File: src/logic/i3c_target_pkg.sv
// Widths and types for an I3C SDR target that handles private transfers only, with no CCC or HDR
package i3c_target_pkg;

  localparam int unsigned AddrWidth = 7;
  localparam int unsigned ByteWidth = 8;

  // One-cycle bus condition pulses
  typedef struct packed {
    logic start;
    logic rstart;
    logic stop;
  } bus_event_t;

  // SCL edge pulses with the SDA level sampled alongside them
  typedef struct packed {
    logic scl_rise;
    logic scl_fall;
    logic sda;
  } scl_edges_t;

  typedef struct packed {
    logic [AddrWidth-1:0] sta_addr;
    logic                 sta_valid;
    logic [AddrWidth-1:0] dyn_addr;
    logic                 dyn_valid;
  } target_cfg_t;

  typedef struct packed {
    logic [ByteWidth-1:0] data;
    logic                 parity_err;
  } rx_byte_t;

  typedef struct packed {
    logic [ByteWidth-1:0] data;
    logic                 last;
  } tx_byte_t;

  typedef enum logic [1:0] {
    ReqNone,
    ReqBit,
    ReqByte
  } bus_req_e;

  typedef enum logic [2:0] {
    Idle,
    Addr,
    AckAddr,
    WrByte,
    WrParity,
    RdByte,
    RdTbit,
    Wait
  } target_state_e;

endpackage

File: src/logic/bus_monitor.sv
// SyncStages must be at least 2, and each SCL phase must last several clk_i cycles
`timescale 1ns/1ps

module bus_monitor #(
  parameter int unsigned SyncStages = 2
) (
  input  logic                       clk_i,
  input  logic                       rst_ni,
  input  logic                       enable_i,
  input  logic                       scl_i,
  input  logic                       sda_i,
  output i3c_target_pkg::scl_edges_t edges_o,
  output i3c_target_pkg::bus_event_t event_o
);

  logic [SyncStages-1:0] scl_sync_q;
  logic [SyncStages-1:0] sda_sync_q;
  logic                  scl_s;
  logic                  sda_s;
  logic                  scl_prev_q;
  logic                  sda_prev_q;
  logic                  busy_q;
  logic                  start_det;
  logic                  stop_det;

  assign scl_s = scl_sync_q[SyncStages-1];
  assign sda_s = sda_sync_q[SyncStages-1];

  // SDA may only move while SCL is high for a START or a STOP
  assign start_det = enable_i & scl_s & scl_prev_q & sda_prev_q & ~sda_s;
  assign stop_det  = enable_i & scl_s & scl_prev_q & ~sda_prev_q & sda_s;

  always_ff @(posedge clk_i or negedge rst_ni) begin
    if (!rst_ni) begin
      scl_sync_q <= '1;
      sda_sync_q <= '1;
      scl_prev_q <= 1'b1;
      sda_prev_q <= 1'b1;
      busy_q     <= 1'b0;
      edges_o    <= '{scl_rise: 1'b0, scl_fall: 1'b0, sda: 1'b1};
      event_o    <= '0;
    end else begin
      scl_sync_q <= {scl_sync_q[SyncStages-2:0], scl_i};
      sda_sync_q <= {sda_sync_q[SyncStages-2:0], sda_i};
      scl_prev_q <= scl_s;
      sda_prev_q <= sda_s;

      edges_o.scl_rise <= enable_i & scl_s & ~scl_prev_q;
      edges_o.scl_fall <= enable_i & ~scl_s & scl_prev_q;
      edges_o.sda      <= sda_s;

      // A START before any STOP is a repeated START
      event_o.start  <= start_det & ~busy_q;
      event_o.rstart <= start_det & busy_q;
      event_o.stop   <= stop_det;

      if (!enable_i || stop_det) begin
        busy_q <= 1'b0;
      end else if (start_det) begin
        busy_q <= 1'b1;
      end
    end
  end

endmodule

File: src/logic/bus_rx_flow.sv
// Requests are single-cycle pulses issued only after the previous done, and bytes arrive MSB first
`timescale 1ns/1ps

module bus_rx_flow (
  input  logic                                 clk_i,
  input  logic                                 rst_ni,
  input  i3c_target_pkg::scl_edges_t           edges_i,
  input  i3c_target_pkg::bus_event_t           event_i,
  input  i3c_target_pkg::bus_req_e             req_i,
  output logic [i3c_target_pkg::ByteWidth-1:0] data_o,
  output logic                                 done_o
);
  import i3c_target_pkg::*;

  localparam int unsigned CntWidth = $clog2(ByteWidth);

  logic                 busy_q;
  logic                 byte_q;
  logic [CntWidth-1:0]  cnt_q;
  logic [ByteWidth-1:0] shift_q;
  logic                 load;
  logic                 abort;
  logic                 last_bit;

  assign load     = (req_i != ReqNone);
  assign abort    = |event_i;
  assign last_bit = byte_q ? (cnt_q == CntWidth'(ByteWidth - 1)) : 1'b1;
  assign done_o   = busy_q & edges_i.scl_rise & last_bit;

  // Current SDA already merged in so the data is complete with done
  assign data_o = {shift_q[ByteWidth-2:0], edges_i.sda};

  always_ff @(posedge clk_i or negedge rst_ni) begin
    if (!rst_ni) begin
      busy_q <= 1'b0;
      byte_q <= 1'b0;
      cnt_q  <= '0;
    end else if (load) begin
      busy_q <= 1'b1;
      byte_q <= (req_i == ReqByte);
      cnt_q  <= '0;
    end else if (abort || done_o) begin
      busy_q <= 1'b0;
    end else if (busy_q && edges_i.scl_rise) begin
      cnt_q <= cnt_q + 1'b1;
    end
  end

  always_ff @(posedge clk_i) begin
    if (load) begin
      shift_q <= '0;
    end else if (busy_q && edges_i.scl_rise) begin
      shift_q <= data_o;
    end
  end

endmodule

File: src/logic/bus_tx_flow.sv
// SdaHoldCycles must be at least 1 and shorter than the SCL low phase, and SCL is never stretched
`timescale 1ns/1ps

module bus_tx_flow #(
  parameter int unsigned SdaHoldCycles = 2
) (
  input  logic                                 clk_i,
  input  logic                                 rst_ni,
  input  i3c_target_pkg::scl_edges_t           edges_i,
  input  i3c_target_pkg::bus_event_t           event_i,
  input  i3c_target_pkg::bus_req_e             req_i,
  input  logic [i3c_target_pkg::ByteWidth-1:0] value_i,
  input  logic                                 push_pull_i,
  output logic                                 sda_o,
  output logic                                 sel_od_pp_o,
  output logic                                 done_o
);
  import i3c_target_pkg::*;

  localparam int unsigned HoldWidth = $clog2(SdaHoldCycles + 1);
  localparam int unsigned BitsWidth = $clog2(ByteWidth + 1);

  logic [HoldWidth-1:0] hold_q;
  logic                 busy_q;
  logic                 byte_q;
  logic [BitsWidth-1:0] bits_q;
  logic [BitsWidth-1:0] total;
  logic [ByteWidth-1:0] shift_q;
  logic [ByteWidth-1:0] first_word;
  logic                 sda_q;
  logic                 pp_q;
  logic                 load;
  logic                 present;
  logic                 remaining;

  assign load       = (req_i != ReqNone);
  assign first_word = (req_i == ReqByte) ? value_i : {value_i[0], {(ByteWidth - 1){1'b0}}};
  assign total      = byte_q ? BitsWidth'(ByteWidth) : BitsWidth'(1);
  assign remaining  = busy_q & (bits_q < total);

  // Cycle in which the next bit goes out, SdaHoldCycles after the fall pulse
  assign present = (SdaHoldCycles == 1) ? edges_i.scl_fall
                                        : (hold_q == HoldWidth'(SdaHoldCycles - 1));

  // Last bit has seen a full SCL high phase
  assign done_o = busy_q & edges_i.scl_fall & (bits_q == total);

  assign sda_o       = sda_q;
  assign sel_od_pp_o = pp_q;

  // Cycles since the last SCL fall, saturating
  always_ff @(posedge clk_i or negedge rst_ni) begin
    if (!rst_ni) begin
      hold_q <= '0;
    end else if (edges_i.scl_fall) begin
      hold_q <= HoldWidth'(1);
    end else if (hold_q != '0 && hold_q != HoldWidth'(SdaHoldCycles)) begin
      hold_q <= hold_q + 1'b1;
    end
  end

  always_ff @(posedge clk_i or negedge rst_ni) begin
    if (!rst_ni) begin
      busy_q <= 1'b0;
      byte_q <= 1'b0;
      bits_q <= '0;
      sda_q  <= 1'b1;
      pp_q   <= 1'b0;
    end else if (load) begin
      busy_q <= 1'b1;
      byte_q <= (req_i == ReqByte);
      pp_q   <= push_pull_i;
      if (present) begin
        sda_q  <= first_word[ByteWidth-1];
        bits_q <= BitsWidth'(1);
      end else begin
        bits_q <= '0;
      end
    end else if (|event_i) begin
      busy_q <= 1'b0;
      sda_q  <= 1'b1;
      pp_q   <= 1'b0;
    end else begin
      if (done_o) begin
        busy_q <= 1'b0;
      end
      if (present) begin
        if (remaining) begin
          sda_q  <= shift_q[ByteWidth-1];
          bits_q <= bits_q + 1'b1;
        end else begin
          // Hand the line back after the hold time
          sda_q <= 1'b1;
          pp_q  <= 1'b0;
        end
      end
    end
  end

  always_ff @(posedge clk_i) begin
    if (load) begin
      shift_q <= present ? (first_word << 1) : first_word;
    end else if (present && remaining) begin
      shift_q <= shift_q << 1;
    end
  end

endmodule

File: src/logic/target_fsm.sv
// Private SDR transfers only; broadcast address and CCCs are not recognized and get no ACK
`timescale 1ns/1ps

module target_fsm (
  input  logic                                 clk_i,
  input  logic                                 rst_ni,
  input  logic                                 enable_i,
  input  i3c_target_pkg::target_cfg_t          cfg_i,
  input  i3c_target_pkg::bus_event_t           event_i,
  input  logic [i3c_target_pkg::ByteWidth-1:0] rx_data_i,
  input  logic                                 rx_done_i,
  input  logic                                 tx_done_i,
  input  logic                                 rx_full_i,
  input  logic                                 tx_valid_i,
  input  i3c_target_pkg::tx_byte_t             tx_byte_i,
  output i3c_target_pkg::bus_req_e             rx_req_o,
  output i3c_target_pkg::bus_req_e             tx_req_o,
  output logic [i3c_target_pkg::ByteWidth-1:0] tx_value_o,
  output logic                                 tx_push_pull_o,
  output logic [i3c_target_pkg::ByteWidth-1:0] addr_o,
  output logic                                 addr_valid_o,
  output logic                                 rx_valid_o,
  output i3c_target_pkg::rx_byte_t             rx_byte_o,
  output logic                                 rx_overflow_o,
  output logic                                 tx_ready_o
);
  import i3c_target_pkg::*;

  target_state_e        state_q;
  target_state_e        state_d;
  logic [AddrWidth-1:0] own_addr;
  logic                 own_valid;
  logic                 addr_match;
  logic                 addr_ack;
  logic                 addr_done;
  logic                 parity_done;
  logic                 more;
  logic                 rnw_q;
  logic                 tbit_q;
  logic                 last_q;
  logic                 addr_valid_q;
  logic                 rx_valid_q;
  logic                 rx_overflow_q;
  logic [ByteWidth-1:0] addr_q;
  logic [ByteWidth-1:0] wr_data_q;
  rx_byte_t             rx_byte_q;

  // Dynamic address wins once assigned
  assign own_addr   = cfg_i.dyn_valid ? cfg_i.dyn_addr : cfg_i.sta_addr;
  assign own_valid  = cfg_i.dyn_valid | cfg_i.sta_valid;
  assign addr_match = own_valid & (rx_data_i[ByteWidth-1:1] == own_addr);

  // A read is only acknowledged with data at hand
  assign addr_ack = addr_match & (~rx_data_i[0] | tx_valid_i);

  assign addr_done   = (state_q == Addr) & rx_done_i;
  assign parity_done = (state_q == WrParity) & rx_done_i;
  assign more        = ~last_q & tx_valid_i;

  always_comb begin
    state_d        = state_q;
    rx_req_o       = ReqNone;
    tx_req_o       = ReqNone;
    tx_value_o     = '0;
    tx_push_pull_o = 1'b0;
    tx_ready_o     = 1'b0;

    unique case (state_q)
      Addr: begin
        if (rx_done_i) begin
          if (addr_ack) begin
            state_d  = AckAddr;
            tx_req_o = ReqBit;
          end else begin
            state_d = Wait;
          end
        end
      end
      AckAddr: begin
        if (tx_done_i) begin
          if (!rnw_q) begin
            state_d  = WrByte;
            rx_req_o = ReqByte;
          end else if (tx_valid_i) begin
            state_d        = RdByte;
            tx_req_o       = ReqByte;
            tx_value_o     = tx_byte_i.data;
            tx_push_pull_o = 1'b1;
            tx_ready_o     = 1'b1;
          end else begin
            state_d = Wait;
          end
        end
      end
      WrByte: begin
        if (rx_done_i) begin
          state_d  = WrParity;
          rx_req_o = ReqBit;
        end
      end
      WrParity: begin
        if (rx_done_i) begin
          state_d  = WrByte;
          rx_req_o = ReqByte;
        end
      end
      RdByte: begin
        if (tx_done_i) begin
          state_d        = RdTbit;
          tx_req_o       = ReqBit;
          tx_value_o     = {{(ByteWidth - 1){1'b0}}, more};
          tx_push_pull_o = 1'b1;
        end
      end
      RdTbit: begin
        if (tx_done_i) begin
          if (tbit_q && tx_valid_i) begin
            state_d        = RdByte;
            tx_req_o       = ReqByte;
            tx_value_o     = tx_byte_i.data;
            tx_push_pull_o = 1'b1;
            tx_ready_o     = 1'b1;
          end else begin
            state_d = Wait;
          end
        end
      end
      default: ;
    endcase

    // Bus conditions override any transfer in progress
    if (event_i.start || event_i.rstart) begin
      state_d    = Addr;
      rx_req_o   = ReqByte;
      tx_req_o   = ReqNone;
      tx_ready_o = 1'b0;
    end else if (event_i.stop) begin
      state_d    = Idle;
      rx_req_o   = ReqNone;
      tx_req_o   = ReqNone;
      tx_ready_o = 1'b0;
    end

    if (!enable_i) begin
      state_d    = Idle;
      rx_req_o   = ReqNone;
      tx_req_o   = ReqNone;
      tx_ready_o = 1'b0;
    end
  end

  always_ff @(posedge clk_i or negedge rst_ni) begin
    if (!rst_ni) begin
      state_q       <= Idle;
      rnw_q         <= 1'b0;
      tbit_q        <= 1'b0;
      last_q        <= 1'b0;
      addr_valid_q  <= 1'b0;
      rx_valid_q    <= 1'b0;
      rx_overflow_q <= 1'b0;
    end else begin
      state_q       <= state_d;
      addr_valid_q  <= addr_done;
      rx_valid_q    <= parity_done & ~rx_full_i;
      rx_overflow_q <= parity_done & rx_full_i;
      if (addr_done) begin
        rnw_q <= rx_data_i[0];
      end
      if (tx_ready_o) begin
        last_q <= tx_byte_i.last;
      end
      if (state_q == RdByte && tx_done_i) begin
        tbit_q <= more;
      end
    end
  end

  always_ff @(posedge clk_i) begin
    if (addr_done) begin
      addr_q <= rx_data_i;
    end
    if (state_q == WrByte && rx_done_i) begin
      wr_data_q <= rx_data_i;
    end
    if (parity_done) begin
      rx_byte_q.data <= wr_data_q;
      // Odd parity over data and T bit
      rx_byte_q.parity_err <= (rx_data_i[0] == ^wr_data_q);
    end
  end

  assign addr_o        = addr_q;
  assign addr_valid_o  = addr_valid_q;
  assign rx_valid_o    = rx_valid_q;
  assign rx_byte_o     = rx_byte_q;
  assign rx_overflow_o = rx_overflow_q;

endmodule

File: src/logic/i3c_target_top.sv
// The SCL pin is input only, and sda_o is meant for a wired-AND bus where 1 releases the line
`timescale 1ns/1ps

module i3c_target_top #(
  parameter int unsigned SyncStages    = 2,
  parameter int unsigned SdaHoldCycles = 2
) (
  input  logic                                 clk_i,
  input  logic                                 rst_ni,
  input  logic                                 target_en_i,
  input  logic                                 scl_i,
  input  logic                                 sda_i,
  input  i3c_target_pkg::target_cfg_t          cfg_i,
  input  logic                                 rx_full_i,
  input  logic                                 tx_valid_i,
  input  i3c_target_pkg::tx_byte_t             tx_byte_i,
  output logic                                 sda_o,
  output logic                                 sel_od_pp_o,
  output i3c_target_pkg::bus_event_t           bus_event_o,
  output logic [i3c_target_pkg::ByteWidth-1:0] addr_o,
  output logic                                 addr_valid_o,
  output logic                                 rx_valid_o,
  output i3c_target_pkg::rx_byte_t             rx_byte_o,
  output logic                                 rx_overflow_o,
  output logic                                 tx_ready_o
);
  import i3c_target_pkg::*;

  scl_edges_t           edges;
  bus_req_e             rx_req;
  bus_req_e             tx_req;
  logic [ByteWidth-1:0] rx_data;
  logic [ByteWidth-1:0] tx_value;
  logic                 rx_done;
  logic                 tx_done;
  logic                 tx_push_pull;

  bus_monitor #(
    .SyncStages(SyncStages)
  ) bus_monitor_inst (
    .clk_i,
    .rst_ni,
    .enable_i(target_en_i),
    .scl_i,
    .sda_i,
    .edges_o (edges),
    .event_o (bus_event_o)
  );

  bus_rx_flow bus_rx_flow_inst (
    .clk_i,
    .rst_ni,
    .edges_i(edges),
    .event_i(bus_event_o),
    .req_i  (rx_req),
    .data_o (rx_data),
    .done_o (rx_done)
  );

  bus_tx_flow #(
    .SdaHoldCycles(SdaHoldCycles)
  ) bus_tx_flow_inst (
    .clk_i,
    .rst_ni,
    .edges_i    (edges),
    .event_i    (bus_event_o),
    .req_i      (tx_req),
    .value_i    (tx_value),
    .push_pull_i(tx_push_pull),
    .sda_o,
    .sel_od_pp_o,
    .done_o     (tx_done)
  );

  target_fsm target_fsm_inst (
    .clk_i,
    .rst_ni,
    .enable_i      (target_en_i),
    .cfg_i,
    .event_i       (bus_event_o),
    .rx_data_i     (rx_data),
    .rx_done_i     (rx_done),
    .tx_done_i     (tx_done),
    .rx_full_i,
    .tx_valid_i,
    .tx_byte_i,
    .rx_req_o      (rx_req),
    .tx_req_o      (tx_req),
    .tx_value_o    (tx_value),
    .tx_push_pull_o(tx_push_pull),
    .addr_o,
    .addr_valid_o,
    .rx_valid_o,
    .rx_byte_o,
    .rx_overflow_o,
    .tx_ready_o
  );

endmodule

File: config.mk
export PLATFORM = sky130hd
export DESIGN_NAME = i3c_target_top
export DESIGN_NICKNAME = d
export VERILOG_FILES = /design/src/logic/i3c_target_pkg.sv /design/src/logic/bus_monitor.sv /design/src/logic/bus_rx_flow.sv /design/src/logic/bus_tx_flow.sv /design/src/logic/target_fsm.sv /design/src/logic/i3c_target_top.sv
export SDC_FILE = /design/constraint.sdc
export NUM_CORES = 1
export LEC_CHECK = 0
export BUFFER_PORTS_ARGS = -buffer_cell sky130_fd_sc_hd__buf_2
export CORE_MARGIN = 4
export CORE_UTILIZATION = 40
export DETAILED_ROUTE_END_ITERATION = 10
export PLACE_DENSITY = 0.58
export SETUP_SLACK_MARGIN = 0.2
export SLEW_MARGIN = 20
export SYNTH_ARGS = -nofsm -noshare
export SYNTH_HDL_FRONTEND = slang
export SYNTH_SLANG_ARGS = --single-unit
export TNS_END_PERCENT = 20
File: constraint.sdc
create_clock -name clk_i -period 2.51 [get_ports clk_i]
set_input_delay 0.502 -clock clk_i [delete_from_list [all_inputs] [get_ports clk_i]]
set_output_delay 0.502 -clock clk_i [all_outputs]
set_load 0.01 [all_outputs]
==> reports/results.txt <==
Status -> completed
Total grt overflow -> 0
Final Critical Period -> 2.29 ns
Slew @ Worst Pin -> 0.813 ns
R2r setup slk -> 0.26 ns
Max_cap viols -> 0
Total Power -> 3350 uW
FILL cells -> 793
Design Area, Final -> 4450 sq um
Net switching share of the total power -> 0.315
Top post-synthesis cells by area -> edfxtp_1 27%, dfrtp_1 20%, dfstp_2 5.1%
Comb pwr share -> 0.219
Crit-path slowest cell -> dfrtp_2
Post-synthesis async set-or-reset flop share -> 0.474
Hold Buf Count CTS -> 0
Final Max Tran Viols -> 0
RSZ-0062 raised after global routing -> yes
Clock Skew -> 0.0120 ns
Htree depth -> 3
NumNets Final -> 430
Internal -> 2290 uW
Syn_area_per_cell -> 11.7 sq um
Crit path kind -> flop to output pin
Layout cell share with drive strength beyond 1 -> 0.329
Endpoints failing setup -> 0
Largest area contributor in the netlist -> edfxtp_1
Syn Nets -> 349
Vias -> 2,591
PwrDens -> 754 nW/um^2
Vias in the first global route -> 2,675
WHS -> 0.238 ns
RePlAce Congestion -> 0.782
Unique masters post-synth -> 57
Leakage -> 0.00195 uW
CP max stage delay -> 0.51 ns
CP Cell Sequence -> mux2_4 > and3_4 > and3_4 > buf_6 > buf_6
Clock power frac -> 0.298
Synth warnings -> 0
Sw Pwr -> 1060 uW
Row count -> 34
Tcrit/Tclk final -> 0.912
Worst-path clk slew -> 0.09 ns
All-layer global routing usage -> 0.154
Worst VDD drop -> 0.451 mV
Pin count of the biggest net entering global routing -> 37
TritonCTS clock tree -> built
Detailed Routing Iterations Pass 1 -> 4
CP delay by family, top -> flip-flops
Number of synthesized flops with an enable pin -> 33
Area delta synth->final -> 22.8%
Synth top area share -> 0.274
Buf/Inv on CP -> 2
Worst min path class -> input port to asynchronous set/reset pin
Arrival @ worst endpoint -> 1.79 ns
Ant. Diodes -> 0
Max clock buf depth -> 2
Post-DRT Antenna Nets -> 0
Synth Cell Area -> 3620 sq um
Vias per Instance -> 5.15
Initial antenna violation count -> 0
CTS buffer count -> 9
Type of origin of the critical path -> flop
Fmax -> 0.437 GHz
Slew headroom -> 0.458
IO Pins -> 58
Sink Count -> 76
Die ar. -> 10,600 sq um
Worst path depth -> 5
First-pass GRT wire length -> 12.6 mm
Final Hold Viols -> 0
Die width -> 103 um
Post-DP Area -> 4110 sq um
R2R depth -> 10
Yosys reg bits -> 76
Clock latency on the worst-skew pair -> 0.35 ns
Die height -> 103 um
Setup slack after layout -> 0.220 ns
WL final -> 7.73 mm
Buffers on Ports -> 57
Pre-CTS WS -> -0.0243 ns
Core Area -> 8760 sq um
Root Buffer -> clkbuf_8
DR WL/cell -> 15.4 um
Main synth FF type -> edfxtp_1
Synthesized instance count -> 309
HPWL after DPL -> 5.75 mm
Initial Util -> 0.413
DRC viols -> 0
CP required -> 2.01 ns
First DRT Iteration DRCs -> 81
Endpoint class of the critical path -> output pin
Sequential power share -> 0.483
Post-synthesis sequential area ratio -> 0.564
Max FO, Critical Path -> 10
## layer usage
layer | up-vias | wire, um | track usage | part of all wire
li1 | 1283 | - | - | -
met1 | 1243 | 3550 | 0.196 | 0.46
met2 | 54 | 3680 | 0.251 | 0.48
met3 | 11 | 353 | 0.0453 | 0.046
met4 | 0 | 149 | 0.0518 | 0.019
met5 | - | 0 | 0 | 0
## path summary, 6_finish.rpt
| kind | start | to |
|---|---|---|
| max in group asynchronous | rst_ni | target_fsm_inst.state_q[1] |
| worst min register to register | bus_monitor_inst.scl_sync_q[0] | bus_monitor_inst.scl_sync_q[1] |
| min in group clk_i | scl_i | bus_monitor_inst.scl_sync_q[0] |
| worst max register to register | bus_tx_flow_inst.byte_q | target_fsm_inst.state_q[0] |
| worst max-delay path | target_fsm_inst.state_q[2] | tx_ready_o |
| worst min-delay path | rst_ni | target_fsm_inst.state_q[0] |
## cell usage after synthesis (3+ instances only)
library cell / n
a21o_1: 3
nand4_1: 4
o21ai_1: 5
mux2_2: 3
o21ai_0: 8
o2bb2ai_1: 6
nand2_1: 32
o21a_1: 3
a21boi_0: 3
xnor2_1: 17
dfstp_2: 7
nand4b_1: 3
nand2b_1: 6
nor2b_1: 4
ha_1: 8
nand3_1: 5
clkbuf_1: 6
dfrtp_1: 29
mux2i_1: 16
nor2_1: 15
buf_6: 3
inv_1: 11
dfxtp_1: 7
a21oi_1: 14
and2_1: 9
and3_1: 7
edfxtp_1: 33
## layout make-up
class / count / area (sq um) / area share
Tap cell: 108 / 135 / 0.0304
Sequential cell: 76 / 2040 / 0.460
Clock buffer: 9 / 124 / 0.0279
Timing Repair Buffer: 82 / 487 / 0.109
Clock inverter: 7 / 87.6 / 0.0197
Inverter: 11 / 41.3 / 0.00929
Multi-Input combinational cell: 210 / 1530 / 0.344
## cell usage in the layout, fill, tap and decap left out, types with 4 or more instances in the layout
master / netlist / layout
buf_2: 2 / 56
edfxtp_1: 33 / 33
nand2_1: 32 / 30
dfrtp_1: 29 / 27
buf_4: 1 / 23
xnor2_1: 17 / 17
mux2i_1: 16 / 16
nor2_1: 15 / 15
a21oi_1: 14 / 14
inv_1: 11 / 10
clkbuf_8: 0 / 9
and2_1: 9 / 8
o21ai_0: 8 / 8
dfstp_2: 7 / 7
dfxtp_1: 7 / 7
nand2b_1: 6 / 6
and3_1: 7 / 6
o2bb2ai_1: 6 / 6
nand3_1: 5 / 5
ha_1: 8 / 5
o21ai_1: 5 / 4
nand4_1: 4 / 4
## state kept, by name, summed over array words and instances, names as in the netlist, 3 cells and up
register / cells
target_fsm_inst.state_q: 3
bus_tx_flow_inst.shift_q: 8
bus_monitor_inst.event_o: 3
target_fsm_inst.wr_data_q: 8
bus_rx_flow_inst.shift_q: 7
bus_monitor_inst.edges_o: 3
target_fsm_inst.rx_byte_o: 9
bus_tx_flow_inst.bits_q: 4
target_fsm_inst.addr_o: 8
bus_rx_flow_inst.cnt_q: 3
## power groups by stage
stage	combinational, uW	sequential, uW	clock [uW]
after CTS	703	1620	1020
after global placement	681	1640	0
final	734	1620	997
after detailed placement	699	1650	0
after floorplan	524	1600	0
after global routing	839	1640	1080
## per-stage QoR
stage               cells   util  TNS [ns]
global route          503  0.507         0
global placement      480  0.469         0
detailed placement    480  0.469    -0.193
finish                503  0.507         0
floorplan             309      -         0
CTS                   501  0.502         0
## logic make-up after synthesis
family / after synthesis / share of synthesized area
muxes: 21 / 0.0619
AOI/OAI and AO/OA: 58 / 0.108
buffers and inverters: 23 / 0.0318
DFF: 76 / 0.564
and+or+nand+nor: 105 / 0.163
adders and majority gates: 8 / 0.0277
xor gates and xnor gates: 18 / 0.0436
## timing repair
action | CTS | global route
buffers inserted | 5 | 2
setup endpoints to repair | 1 | 31
gates resized for setup | 9 | 8
pin swaps | 2 | 3
Power figures use the tool's default switching activity.
